--- src/bridge_pkg.sv ---
/*
 * bridge definitions
 * host bridge address map, settings field widths and
 * controller key bitmap positions for the nes shell glue
 */
`default_nettype none

package bridge_pkg;

  typedef logic [31:0] bridge_addr_t;
  typedef logic [31:0] bridge_data_t;
  typedef logic [1:0]  edge_mask_t;
  typedef logic [2:0]  palette_t;
  typedef logic [9:0]  datatable_addr_t;
  typedef logic [15:0] key_map_t;
  // bit 0 a, then b, select, start, up, down, left, bit 7 right
  typedef logic [7:0]  nes_buttons_t;

  // settings registers written by the host
  localparam bridge_addr_t addr_hide_overscan  = 32'h0000_0200;
  localparam bridge_addr_t addr_mask_edges     = 32'h0000_0204;
  localparam bridge_addr_t addr_extra_sprites  = 32'h0000_0208;
  localparam bridge_addr_t addr_palette        = 32'h0000_020C;
  localparam bridge_addr_t addr_multitap       = 32'h0000_0300;

  // read regions by top nibble / top byte
  localparam logic [3:0] region_save_data  = 4'h2;
  localparam logic [3:0] region_save_state = 4'h4;
  localparam logic [7:0] cmd_region_byte   = 8'hF8;

  // data slot table entry for save ram
  localparam bridge_data_t    save_ram_size   = 32'h0004_0000;
  // slot index 1 maps to table word 3
  localparam datatable_addr_t save_slot_entry = 10'd3;

  // key bitmap positions
  localparam int key_up     = 0;
  localparam int key_down   = 1;
  localparam int key_left   = 2;
  localparam int key_right  = 3;
  localparam int key_a      = 4;
  localparam int key_b      = 5;
  localparam int key_select = 14;
  localparam int key_start  = 15;

endpackage

`default_nettype wire

--- src/video_pkg.sv ---
/*
 * video definitions
 * pixel width, hsync delay and the blanking slot word layout
 */
`default_nettype none

package video_pkg;

  // 8 bits per channel, red on top
  typedef logic [23:0] rgb_t;

  // hsync delay counter
  typedef logic [2:0] hs_count_t;

  // hsync lands this many cycles after the core edge
  // keeps it clear of the vsync pulse
  localparam hs_count_t hs_delay_cycles = 3'd7;

  // slot word sent in the first blank cycle after active video
  // only the overscan flag is carried for now
  localparam int slot_overscan_bit = 13;

endpackage

`default_nettype wire

--- src/bridge_decode.sv ---
/*
 * bridge decode
 * host writes into the five settings registers and
 * the read data mux across the bridge regions
 */
`default_nettype none

module bridge_decode (
  input  wire                           clk_74a,
  input  wire                           pll_core_locked,
  input  wire bridge_pkg::bridge_addr_t bridge_addr,
  input  wire                           bridge_wr,
  input  wire bridge_pkg::bridge_data_t bridge_wr_data,
  input  wire bridge_pkg::bridge_data_t cmd_rd_data,
  input  wire bridge_pkg::bridge_data_t save_data_rd_data,
  input  wire bridge_pkg::bridge_data_t save_state_rd_data,
  output bridge_pkg::bridge_data_t      bridge_rd_data,
  output logic                          hide_overscan,
  output logic                          allow_extra_sprites,
  output logic                          multitap_enabled,
  output bridge_pkg::edge_mask_t        mask_vid_edges,
  output bridge_pkg::palette_t          selected_palette
);

  //////////////////////////////////////////////////////////////////////
  // settings registers

  always_ff @(posedge clk_74a or negedge pll_core_locked) begin
    if (!pll_core_locked) begin
      hide_overscan       <= 1'b0;
      mask_vid_edges      <= '0;
      allow_extra_sprites <= 1'b0;
      selected_palette    <= '0;
      multitap_enabled    <= 1'b0;
    end else if (bridge_wr) begin
      // exact address match only
      case (bridge_addr)
        bridge_pkg::addr_hide_overscan: begin
          hide_overscan <= bridge_wr_data[0];
        end
        bridge_pkg::addr_mask_edges: begin
          mask_vid_edges <= bridge_wr_data[1:0];
        end
        bridge_pkg::addr_extra_sprites: begin
          allow_extra_sprites <= bridge_wr_data[0];
        end
        bridge_pkg::addr_palette: begin
          selected_palette <= bridge_wr_data[2:0];
        end
        bridge_pkg::addr_multitap: begin
          multitap_enabled <= bridge_wr_data[0];
        end
        default: begin
          // other addresses belong to other devices
        end
      endcase
    end
  end

  //////////////////////////////////////////////////////////////////////
  // read data mux

  // save regions win over the command region
  always_comb begin
    if (bridge_addr[31:28] == bridge_pkg::region_save_data) begin
      bridge_rd_data = save_data_rd_data;
    end else if (bridge_addr[31:28] == bridge_pkg::region_save_state) begin
      bridge_rd_data = save_state_rd_data;
    end else if (bridge_addr[31:24] == bridge_pkg::cmd_region_byte) begin
      bridge_rd_data = cmd_rd_data;
    end else begin
      // unmapped reads return zero
      bridge_rd_data = '0;
    end
  end

endmodule

`default_nettype wire

--- src/dataslot_status.sv ---
/*
 * data slot status
 * keeps the save ram size entry of the slot table written
 * and holds the download flag across a slot write
 */
`default_nettype none

module dataslot_status (
  input  wire                            clk_74a,
  input  wire                            pll_core_locked,
  input  wire                            has_save,
  input  wire                            dataslot_requestwrite,
  input  wire                            dataslot_allcomplete,
  output logic                           datatable_wren,
  output bridge_pkg::datatable_addr_t    datatable_addr,
  output bridge_pkg::bridge_data_t       datatable_data,
  output logic                           ioctl_download
);

  // table entry rewritten every cycle
  always_ff @(posedge clk_74a or negedge pll_core_locked) begin
    if (!pll_core_locked) begin
      datatable_wren <= 1'b0;
      datatable_addr <= '0;
      datatable_data <= '0;
    end else begin
      datatable_wren <= 1'b1;
      datatable_addr <= bridge_pkg::save_slot_entry;
      // size is zero when the cart has no battery ram
      datatable_data <= has_save ? bridge_pkg::save_ram_size : '0;
    end
  end

  // download flag
  // request takes priority over completion
  always_ff @(posedge clk_74a or negedge pll_core_locked) begin
    if (!pll_core_locked) begin
      ioctl_download <= 1'b0;
    end else if (dataslot_requestwrite) begin
      ioctl_download <= 1'b1;
    end else if (dataslot_allcomplete) begin
      ioctl_download <= 1'b0;
    end
  end

endmodule

`default_nettype wire

--- src/video_output_conditioner.sv ---
/*
 * video output conditioner
 * registers core video for the scaler, inserts the slot word
 * after each active span, delays hsync and pulses vsync
 */
`default_nettype none

module video_output_conditioner (
  input  wire                   clk_74a,
  input  wire                   pll_core_locked,
  input  wire                   h_blank,
  input  wire                   v_blank,
  input  wire                   core_hs,
  input  wire                   core_vs,
  input  wire                   hide_overscan,
  input  wire video_pkg::rgb_t  core_rgb,
  output logic                  video_de,
  output logic                  video_hs,
  output logic                  video_vs,
  output video_pkg::rgb_t       video_rgb
);

  logic                 de;
  logic                 de_prev;
  logic                 hs_prev;
  logic                 vs_prev;
  video_pkg::hs_count_t hs_delay;
  video_pkg::rgb_t      slot_word;

  // active when neither blank is set
  assign de = ~(h_blank | v_blank);

  // slot word
  always_comb begin
    slot_word = '0;
    slot_word[video_pkg::slot_overscan_bit] = hide_overscan;
  end

  //////////////////////////////////////////////////////////////////////
  // enable and pixel data

  always_ff @(posedge clk_74a or negedge pll_core_locked) begin
    if (!pll_core_locked) begin
      video_de  <= 1'b0;
      video_rgb <= '0;
      de_prev   <= 1'b0;
    end else begin
      video_de <= de;
      de_prev  <= de;
      if (de) begin
        video_rgb <= core_rgb;
      end else if (de_prev) begin
        // first blank cycle after active video
        video_rgb <= slot_word;
      end else begin
        video_rgb <= '0;
      end
    end
  end

  //////////////////////////////////////////////////////////////////////
  // sync shaping

  always_ff @(posedge clk_74a or negedge pll_core_locked) begin
    if (!pll_core_locked) begin
      video_hs <= 1'b0;
      video_vs <= 1'b0;
      hs_prev  <= 1'b0;
      vs_prev  <= 1'b0;
      hs_delay <= '0;
    end else begin
      hs_prev <= core_hs;
      vs_prev <= core_vs;

      // single cycle on the core vsync rising edge
      video_vs <= core_vs & ~vs_prev;

      // fire as the count passes one
      video_hs <= (hs_delay == video_pkg::hs_count_t'(1));

      // a new hsync edge restarts the delay
      if (core_hs && !hs_prev) begin
        hs_delay <= video_pkg::hs_delay_cycles;
      end else if (hs_delay != '0) begin
        hs_delay <= hs_delay - 1'b1;
      end
    end
  end

endmodule

`default_nettype wire

--- src/player_buttons.sv ---
/*
 * player buttons
 * picks the eight nes buttons out of each controller key bitmap
 */
`default_nettype none

module player_buttons (
  input  wire                          clk_74a,
  input  wire                          pll_core_locked,
  input  wire bridge_pkg::key_map_t    cont1_key,
  input  wire bridge_pkg::key_map_t    cont2_key,
  input  wire bridge_pkg::key_map_t    cont3_key,
  input  wire bridge_pkg::key_map_t    cont4_key,
  output bridge_pkg::nes_buttons_t     p1_buttons,
  output bridge_pkg::nes_buttons_t     p2_buttons,
  output bridge_pkg::nes_buttons_t     p3_buttons,
  output bridge_pkg::nes_buttons_t     p4_buttons
);

  // bitmap to console order, a in bit 0
  function automatic bridge_pkg::nes_buttons_t map_keys(input bridge_pkg::key_map_t key);
    map_keys = {key[bridge_pkg::key_right], key[bridge_pkg::key_left],
                key[bridge_pkg::key_down],  key[bridge_pkg::key_up],
                key[bridge_pkg::key_start], key[bridge_pkg::key_select],
                key[bridge_pkg::key_b],     key[bridge_pkg::key_a]};
  endfunction

  // one register stage per player
  always_ff @(posedge clk_74a or negedge pll_core_locked) begin
    if (!pll_core_locked) begin
      p1_buttons <= '0;
      p2_buttons <= '0;
      p3_buttons <= '0;
      p4_buttons <= '0;
    end else begin
      p1_buttons <= map_keys(cont1_key);
      p2_buttons <= map_keys(cont2_key);
      p3_buttons <= map_keys(cont3_key);
      p4_buttons <= map_keys(cont4_key);
    end
  end

endmodule

`default_nettype wire

--- src/nes_core_shell.sv ---
/*
 * nes core shell
 * bridge facing glue of the nes core, all on clk_74a
 */
`default_nettype none

module nes_core_shell (
  input  wire                           clk_74a,
  input  wire                           pll_core_locked,
  // bridge bus
  input  wire bridge_pkg::bridge_addr_t bridge_addr,
  input  wire                           bridge_wr,
  input  wire bridge_pkg::bridge_data_t bridge_wr_data,
  input  wire bridge_pkg::bridge_data_t cmd_rd_data,
  input  wire bridge_pkg::bridge_data_t save_data_rd_data,
  input  wire bridge_pkg::bridge_data_t save_state_rd_data,
  output wire bridge_pkg::bridge_data_t bridge_rd_data,
  // settings
  output wire                           hide_overscan,
  output wire                           allow_extra_sprites,
  output wire                           multitap_enabled,
  output wire bridge_pkg::edge_mask_t   mask_vid_edges,
  output wire bridge_pkg::palette_t     selected_palette,
  // data slots
  input  wire                           has_save,
  input  wire                           dataslot_requestwrite,
  input  wire                           dataslot_allcomplete,
  output wire                           datatable_wren,
  output wire bridge_pkg::datatable_addr_t datatable_addr,
  output wire bridge_pkg::bridge_data_t datatable_data,
  output wire                           ioctl_download,
  // video
  input  wire                           h_blank,
  input  wire                           v_blank,
  input  wire                           core_hs,
  input  wire                           core_vs,
  input  wire video_pkg::rgb_t          core_rgb,
  output wire                           video_de,
  output wire                           video_hs,
  output wire                           video_vs,
  output wire video_pkg::rgb_t          video_rgb,
  // controllers
  input  wire bridge_pkg::key_map_t     cont1_key,
  input  wire bridge_pkg::key_map_t     cont2_key,
  input  wire bridge_pkg::key_map_t     cont3_key,
  input  wire bridge_pkg::key_map_t     cont4_key,
  output wire bridge_pkg::nes_buttons_t p1_buttons,
  output wire bridge_pkg::nes_buttons_t p2_buttons,
  output wire bridge_pkg::nes_buttons_t p3_buttons,
  output wire bridge_pkg::nes_buttons_t p4_buttons
);

  bridge_decode u_bridge_decode (.*);

  dataslot_status u_dataslot_status (.*);

  // overscan setting feeds the slot word
  video_output_conditioner u_video_output_conditioner (.*);

  player_buttons u_player_buttons (.*);

endmodule

`default_nettype wire

--- config.mk ---
export PLATFORM = sky130hd
export DESIGN_NAME = nes_core_shell
export DESIGN_NICKNAME = d
export VERILOG_FILES = /design/src/bridge_pkg.sv /design/src/video_pkg.sv /design/src/bridge_decode.sv /design/src/dataslot_status.sv /design/src/video_output_conditioner.sv /design/src/player_buttons.sv /design/src/nes_core_shell.sv
export SDC_FILE = /design/constraint.sdc
export NUM_CORES = 1
export LEC_CHECK = 0
export BUFFER_PORTS_ARGS = -buffer_cell sky130_fd_sc_hd__buf_2
export CAP_MARGIN = 30
export CORE_AREA = 4 4 155 157
export CTS_BUF_LIST = sky130_fd_sc_hd__clkbuf_4
export DETAILED_ROUTE_END_ITERATION = 7
export DIE_AREA = 0 0 159 161
export HOLD_SLACK_MARGIN = 0.08
export PLACE_DENSITY_LB_ADDON = 0.3
export SYNTH_ARGS = -nofsm -noshare
export SYNTH_HDL_FRONTEND = slang
export SYNTH_SLANG_ARGS = --single-unit
export TNS_END_PERCENT = 50
--- constraint.sdc ---
create_clock -name clk_74a -period 2.3 [get_ports clk_74a]
set_clock_uncertainty 0.15 [all_clocks]
set_input_delay 0.46 -clock clk_74a [delete_from_list [all_inputs] [get_ports clk_74a]]
set_output_delay 0.46 -clock clk_74a [all_outputs]
set_load 0.05 [all_outputs]
==> flow_summary.rst <==
.. list-table::
   :header-rows: 1

   * - Metric
     - Value
   * - Peak VDD IR
     - 0.000477 V
   * - Clk sinks
     - 75
   * - Horizontal die dimension
     - 159 µm
   * - Detailed-router iteration count before antenna repair
     - 6
   * - Final net count
     - 910
   * - Total number of H-tree levels
     - 3
   * - Worst Setup Start Kind
     - primary input
   * - Netlist area before placement
     - 3320 µm²
   * - Largest net degree at the start of global routing
     - 32
   * - PnR worst setup slack
     - -0.129 ns
   * - Capture point of the worst reg-to-reg path
     - u_video_output_conditioner.hs_delay[1]
   * - Synthesis Warnings
     - 0
   * - DRT antenna net count
     - 0
   * - Run status
     - complete, but fails checks
   * - Number of antenna violations at the first check in global routing
     - 1
   * - Post-synthesis cell count
     - 279
   * - Clk_lat worst skew
     - 0.42 ns
   * - Number of max-capacitance violations reported
     - 0
   * - Filler instances
     - 2,335
   * - Post-CTS setup buffer count
     - 0
   * - Vias after detailed routing
     - 3,530
   * - CTS root buffer
     - sky130_fd_sc_hd__clkbuf_4
   * - Ys async rst share
     - 100%
   * - Area of the multi-input gates
     - 1080 µm²
   * - Max-slew headroom at the worst pin
     - 63.5%
   * - Area occupied by registers
     - 1880 µm²
   * - Internal power consumption
     - approximately 2.2 mW
   * - Sequential share of power
     - 42.9%
   * - Final critical-path required period
     - about 2.4 ns
   * - Area grow syn2layout
     - 84.0%
   * - F_max
     - around 410 MHz
   * - Met1 Resource Use GR
     - 11.0%
   * - Comb pwr share
     - 29.7%
   * - Placed cell areas
     - 5150 µm²
   * - EDFF count, synth
     - 0
   * - Total track usage
     - 9.91%
   * - Switching power total
     - ~1.1 mW
   * - Worst Setup Slack post-DPL
     - -0.237 ns
   * - Final max-slew violation count
     - 0
   * - Total count of hold-check failures in the final report
     - 0
   * - Hold Crit Class
     - in2reg
   * - Layout cell share with drive strength beyond 1
     - 54.4%
   * - GRT met3 Usage
     - 4.31%
   * - Number of buffers on the longest clock path
     - 2
   * - Pin slew with the least headroom to its limit
     - 0.548 ns
   * - Half-perimeter wire length after detailed placement
     - roughly 11,000 µm
   * - RSZ-0062 raised after global routing
     - true
   * - CP Data Arrival Time
     - 1.82 ns
   * - Main flop type after synthesis
     - sky130_fd_sc_hd__dfrtp_1
   * - Sw Share
     - 34.4%
   * - Proportion of power drawn by the clock network
     - between 20% and 30%
   * - Global-route congestion overflow total
     - 0
   * - Launch point of the worst hold path
     - core_rgb[18]
   * - Flop-to-flop setup slack
     - ~1.0 ns
   * - Crit share post-route
     - 106%
   * - Total of endpoints with negative setup slack in the final report
     - 16
   * - Remaining routing DRC violations
     - 0
   * - Post-Route WL
     - 13,500 µm
   * - Number of violations reported at the end of detailed-routing iteration 0
     - between 300 and 400
   * - Path depth of the worst reg2reg path
     - 5
   * - Crit path required time
     - around 1.7 ns
   * - Layout Utilization
     - 27.1%
   * - Reported leakage power
     - about 3.4 nW
   * - Critical R2R Launch
     - u_video_output_conditioner.hs_delay[0]
   * - Total of flip-flops plus latches after synthesis
     - 75
   * - Row count
     - 55
   * - Power per unit of standard cell area
     - roughly 550 nW/µm²
   * - Placer's final routability congestion estimate
     - 0.769
   * - Syn Area/Cell
     - 11.9 µm²
   * - Number of global-route vias before repair
     - 3,747
   * - Die area
     - 25,600 µm²
   * - Hold Path End
     - u_video_output_conditioner.video_rgb[18]
   * - Critical Setup Path Class
     - in2out
   * - Worst hold margin
     - 0.111 ns
   * - Sequential element share of the synthesized area
     - 56.6%
   * - Starting Density
     - 14.7%
   * - TritonCTS clock tree
     - yes
   * - Number of buffers added on ports
     - 300
   * - Num CTS Buffers
     - 9
   * - Vias per cell
     - 3.76
   * - Layer with the highest usage
     - met2
   * - Wire length of the first global-routing pass
     - between 20,000 and 25,000 µm
   * - Final instance area
     - 6100 µm²
   * - CP Capture Type
     - output port
   * - CTS clk-pin slew, worst paths
     - around 0.11 ns
   * - Number of unique standard cell types used by synthesis
     - 34
   * - Largest driver fanout on the critical path
     - 2
   * - Die span in y
     - 161 µm
   * - Core area
     - 22,500 µm²
   * - Failing checks
     - negative setup slack
   * - Number of stages on the worst hold path
     - 2
   * - Global-route met2 utilization
     - 17.2%
   * - Top-Level Pins
     - about 400
   * - Wire length per cell after detailed routing
     - roughly 14 µm
worst max-delay path: stages:
cell and delay, ns:
sky130_fd_sc_hd__buf_6 0.09, sky130_fd_sc_hd__and4_1 0.18, sky130_fd_sc_hd__and3_4 0.18, sky130_fd_sc_hd__a222oi_1 0.53
sky130_fd_sc_hd__buf_4 0.21, sky130_fd_sc_hd__inv_2 0.04, sky130_fd_sc_hd__buf_12 0.13
layout by cell type, fill, tap and decap left out, drive strengths merged:
cell,count
dlygate4sd3,55
nor3,3
nor3b,1
mux2i,1
nand2b,2
nand4,2
ha,3
and2,25
conb,40
nor4b,3
dfrtp,75
xnor2,1
and4,2
clkbuf,9
diode,1
a21o,1
nor2,5
nand3b,2
o21ai,2
nand2,6
mux2,8
buf,321
nor2b,2
nor4,5
inv,37
and4b,2
a222oi,32
nand3,2
bufinv,2
clkinv,3
and3,1
how the worst max path moves through the flow:
stage | from | to | cells after the start | slack [ns]
after floorplan | bridge_addr[31] | bridge_rd_data[10] | 6 | 0.05
after global placement | bridge_addr[30] | bridge_rd_data[19] | 8 | -0.25
after detailed placement | bridge_addr[31] | bridge_rd_data[0] | 7 | -0.24
after CTS | bridge_addr[29] | bridge_rd_data[0] | 7 | -0.14
after global routing | bridge_addr[24] | bridge_rd_data[0] | 8 | -0.16
final | bridge_addr[29] | bridge_rd_data[0] | 7 | -0.13
cells in the mapped netlist (3+ instances only):
cell                       count  area [µm²]
sky130_fd_sc_hd__and2_1       25         156
sky130_fd_sc_hd__mux2_2        7        78.8
sky130_fd_sc_hd__buf_4        41         308
sky130_fd_sc_hd__clkbuf_1      4        15.0
sky130_fd_sc_hd__dfrtp_1      75        1880
sky130_fd_sc_hd__nand2_1       6        22.5
sky130_fd_sc_hd__inv_1        36         135
sky130_fd_sc_hd__buf_2         6        30.0
sky130_fd_sc_hd__nor3_1        3        15.0
sky130_fd_sc_hd__ha_1          3        37.5
sky130_fd_sc_hd__nor2_1        5        18.8
sky130_fd_sc_hd__a222oi_1     32         320
sky130_fd_sc_hd__buf_6         3        33.8
sky130_fd_sc_hd__nor4_2        3        37.5
routing by layer:
| layer | routed length, µm | vias to the layer above |
|---|---|---|
| met5 | 0 | - |
| met4 | 272 | 0 |
| met3 | 1670 | 15 |
| met2 | 6530 | 261 |
| met1 | 5010 | 1623 |
| li1 | - | 1631 |
cell families after synthesis:
kind of cell	after synthesis	share of synthesized area (%)
flip-flops	75	56.6
buffers and inverters	91	15.9
AND/OR/NAND/NOR	63	12.7
AO/OA/AOI/OAI	35	10.2
adder cells (fa/ha/maj)	3	1.13
XOR/XNOR	1	0.264
multiplexers	9	3.02
other	2	0.226
per-stage QoR:
stage               std cells  TNS (ns)  power [mW]
floorplan                 317         0        2.05
global placement          868     -6.45        2.34
detailed placement        868     -5.72        2.34
CTS                       938    -0.752        3.35
global route              939     -1.95        3.51
finish                    939    -0.526        3.33
power groups by stage:
stage	sequential, mW	combinational (mW)	clock [mW]
finish	1.43	0.987	0.911
CTS	1.43	0.977	0.941
detailed placement	1.45	0.886	0
global placement	1.45	0.885	0
global route	1.44	1.06	1.01
floorplan	1.65	0.404	0
state kept, by name, indices dropped and copies added, names as in the netlist, 2 cells and up:
name,flops
u_player_buttons.p3_buttons,8
u_player_buttons.p4_buttons,8
u_video_output_conditioner.video_rgb,24
u_video_output_conditioner.hs_delay,3
u_player_buttons.p2_buttons,8
u_player_buttons.p1_buttons,8
u_bridge_decode.selected_palette,3
u_bridge_decode.mask_vid_edges,2
final cells by class:
cell class	count	area share (%)
diodes	1	0.0410
well taps	285	5.84
multi-input cells	151	17.7
inverters	36	2.21
repair buffers	376	40.9
clock inverters	6	1.48
clock buffers	9	1.11
flip-flops and latches	75	30.8
repair_timing:
action / in CTS / in global routing
hold buffers: 55 / 0
endpoints found under the setup margin: 32 / 32
pin swaps: 11 / 14
endpoints found under the hold margin: 103 / 0
resized for setup: 43 / 30
(Power assumes the default switching activity.)
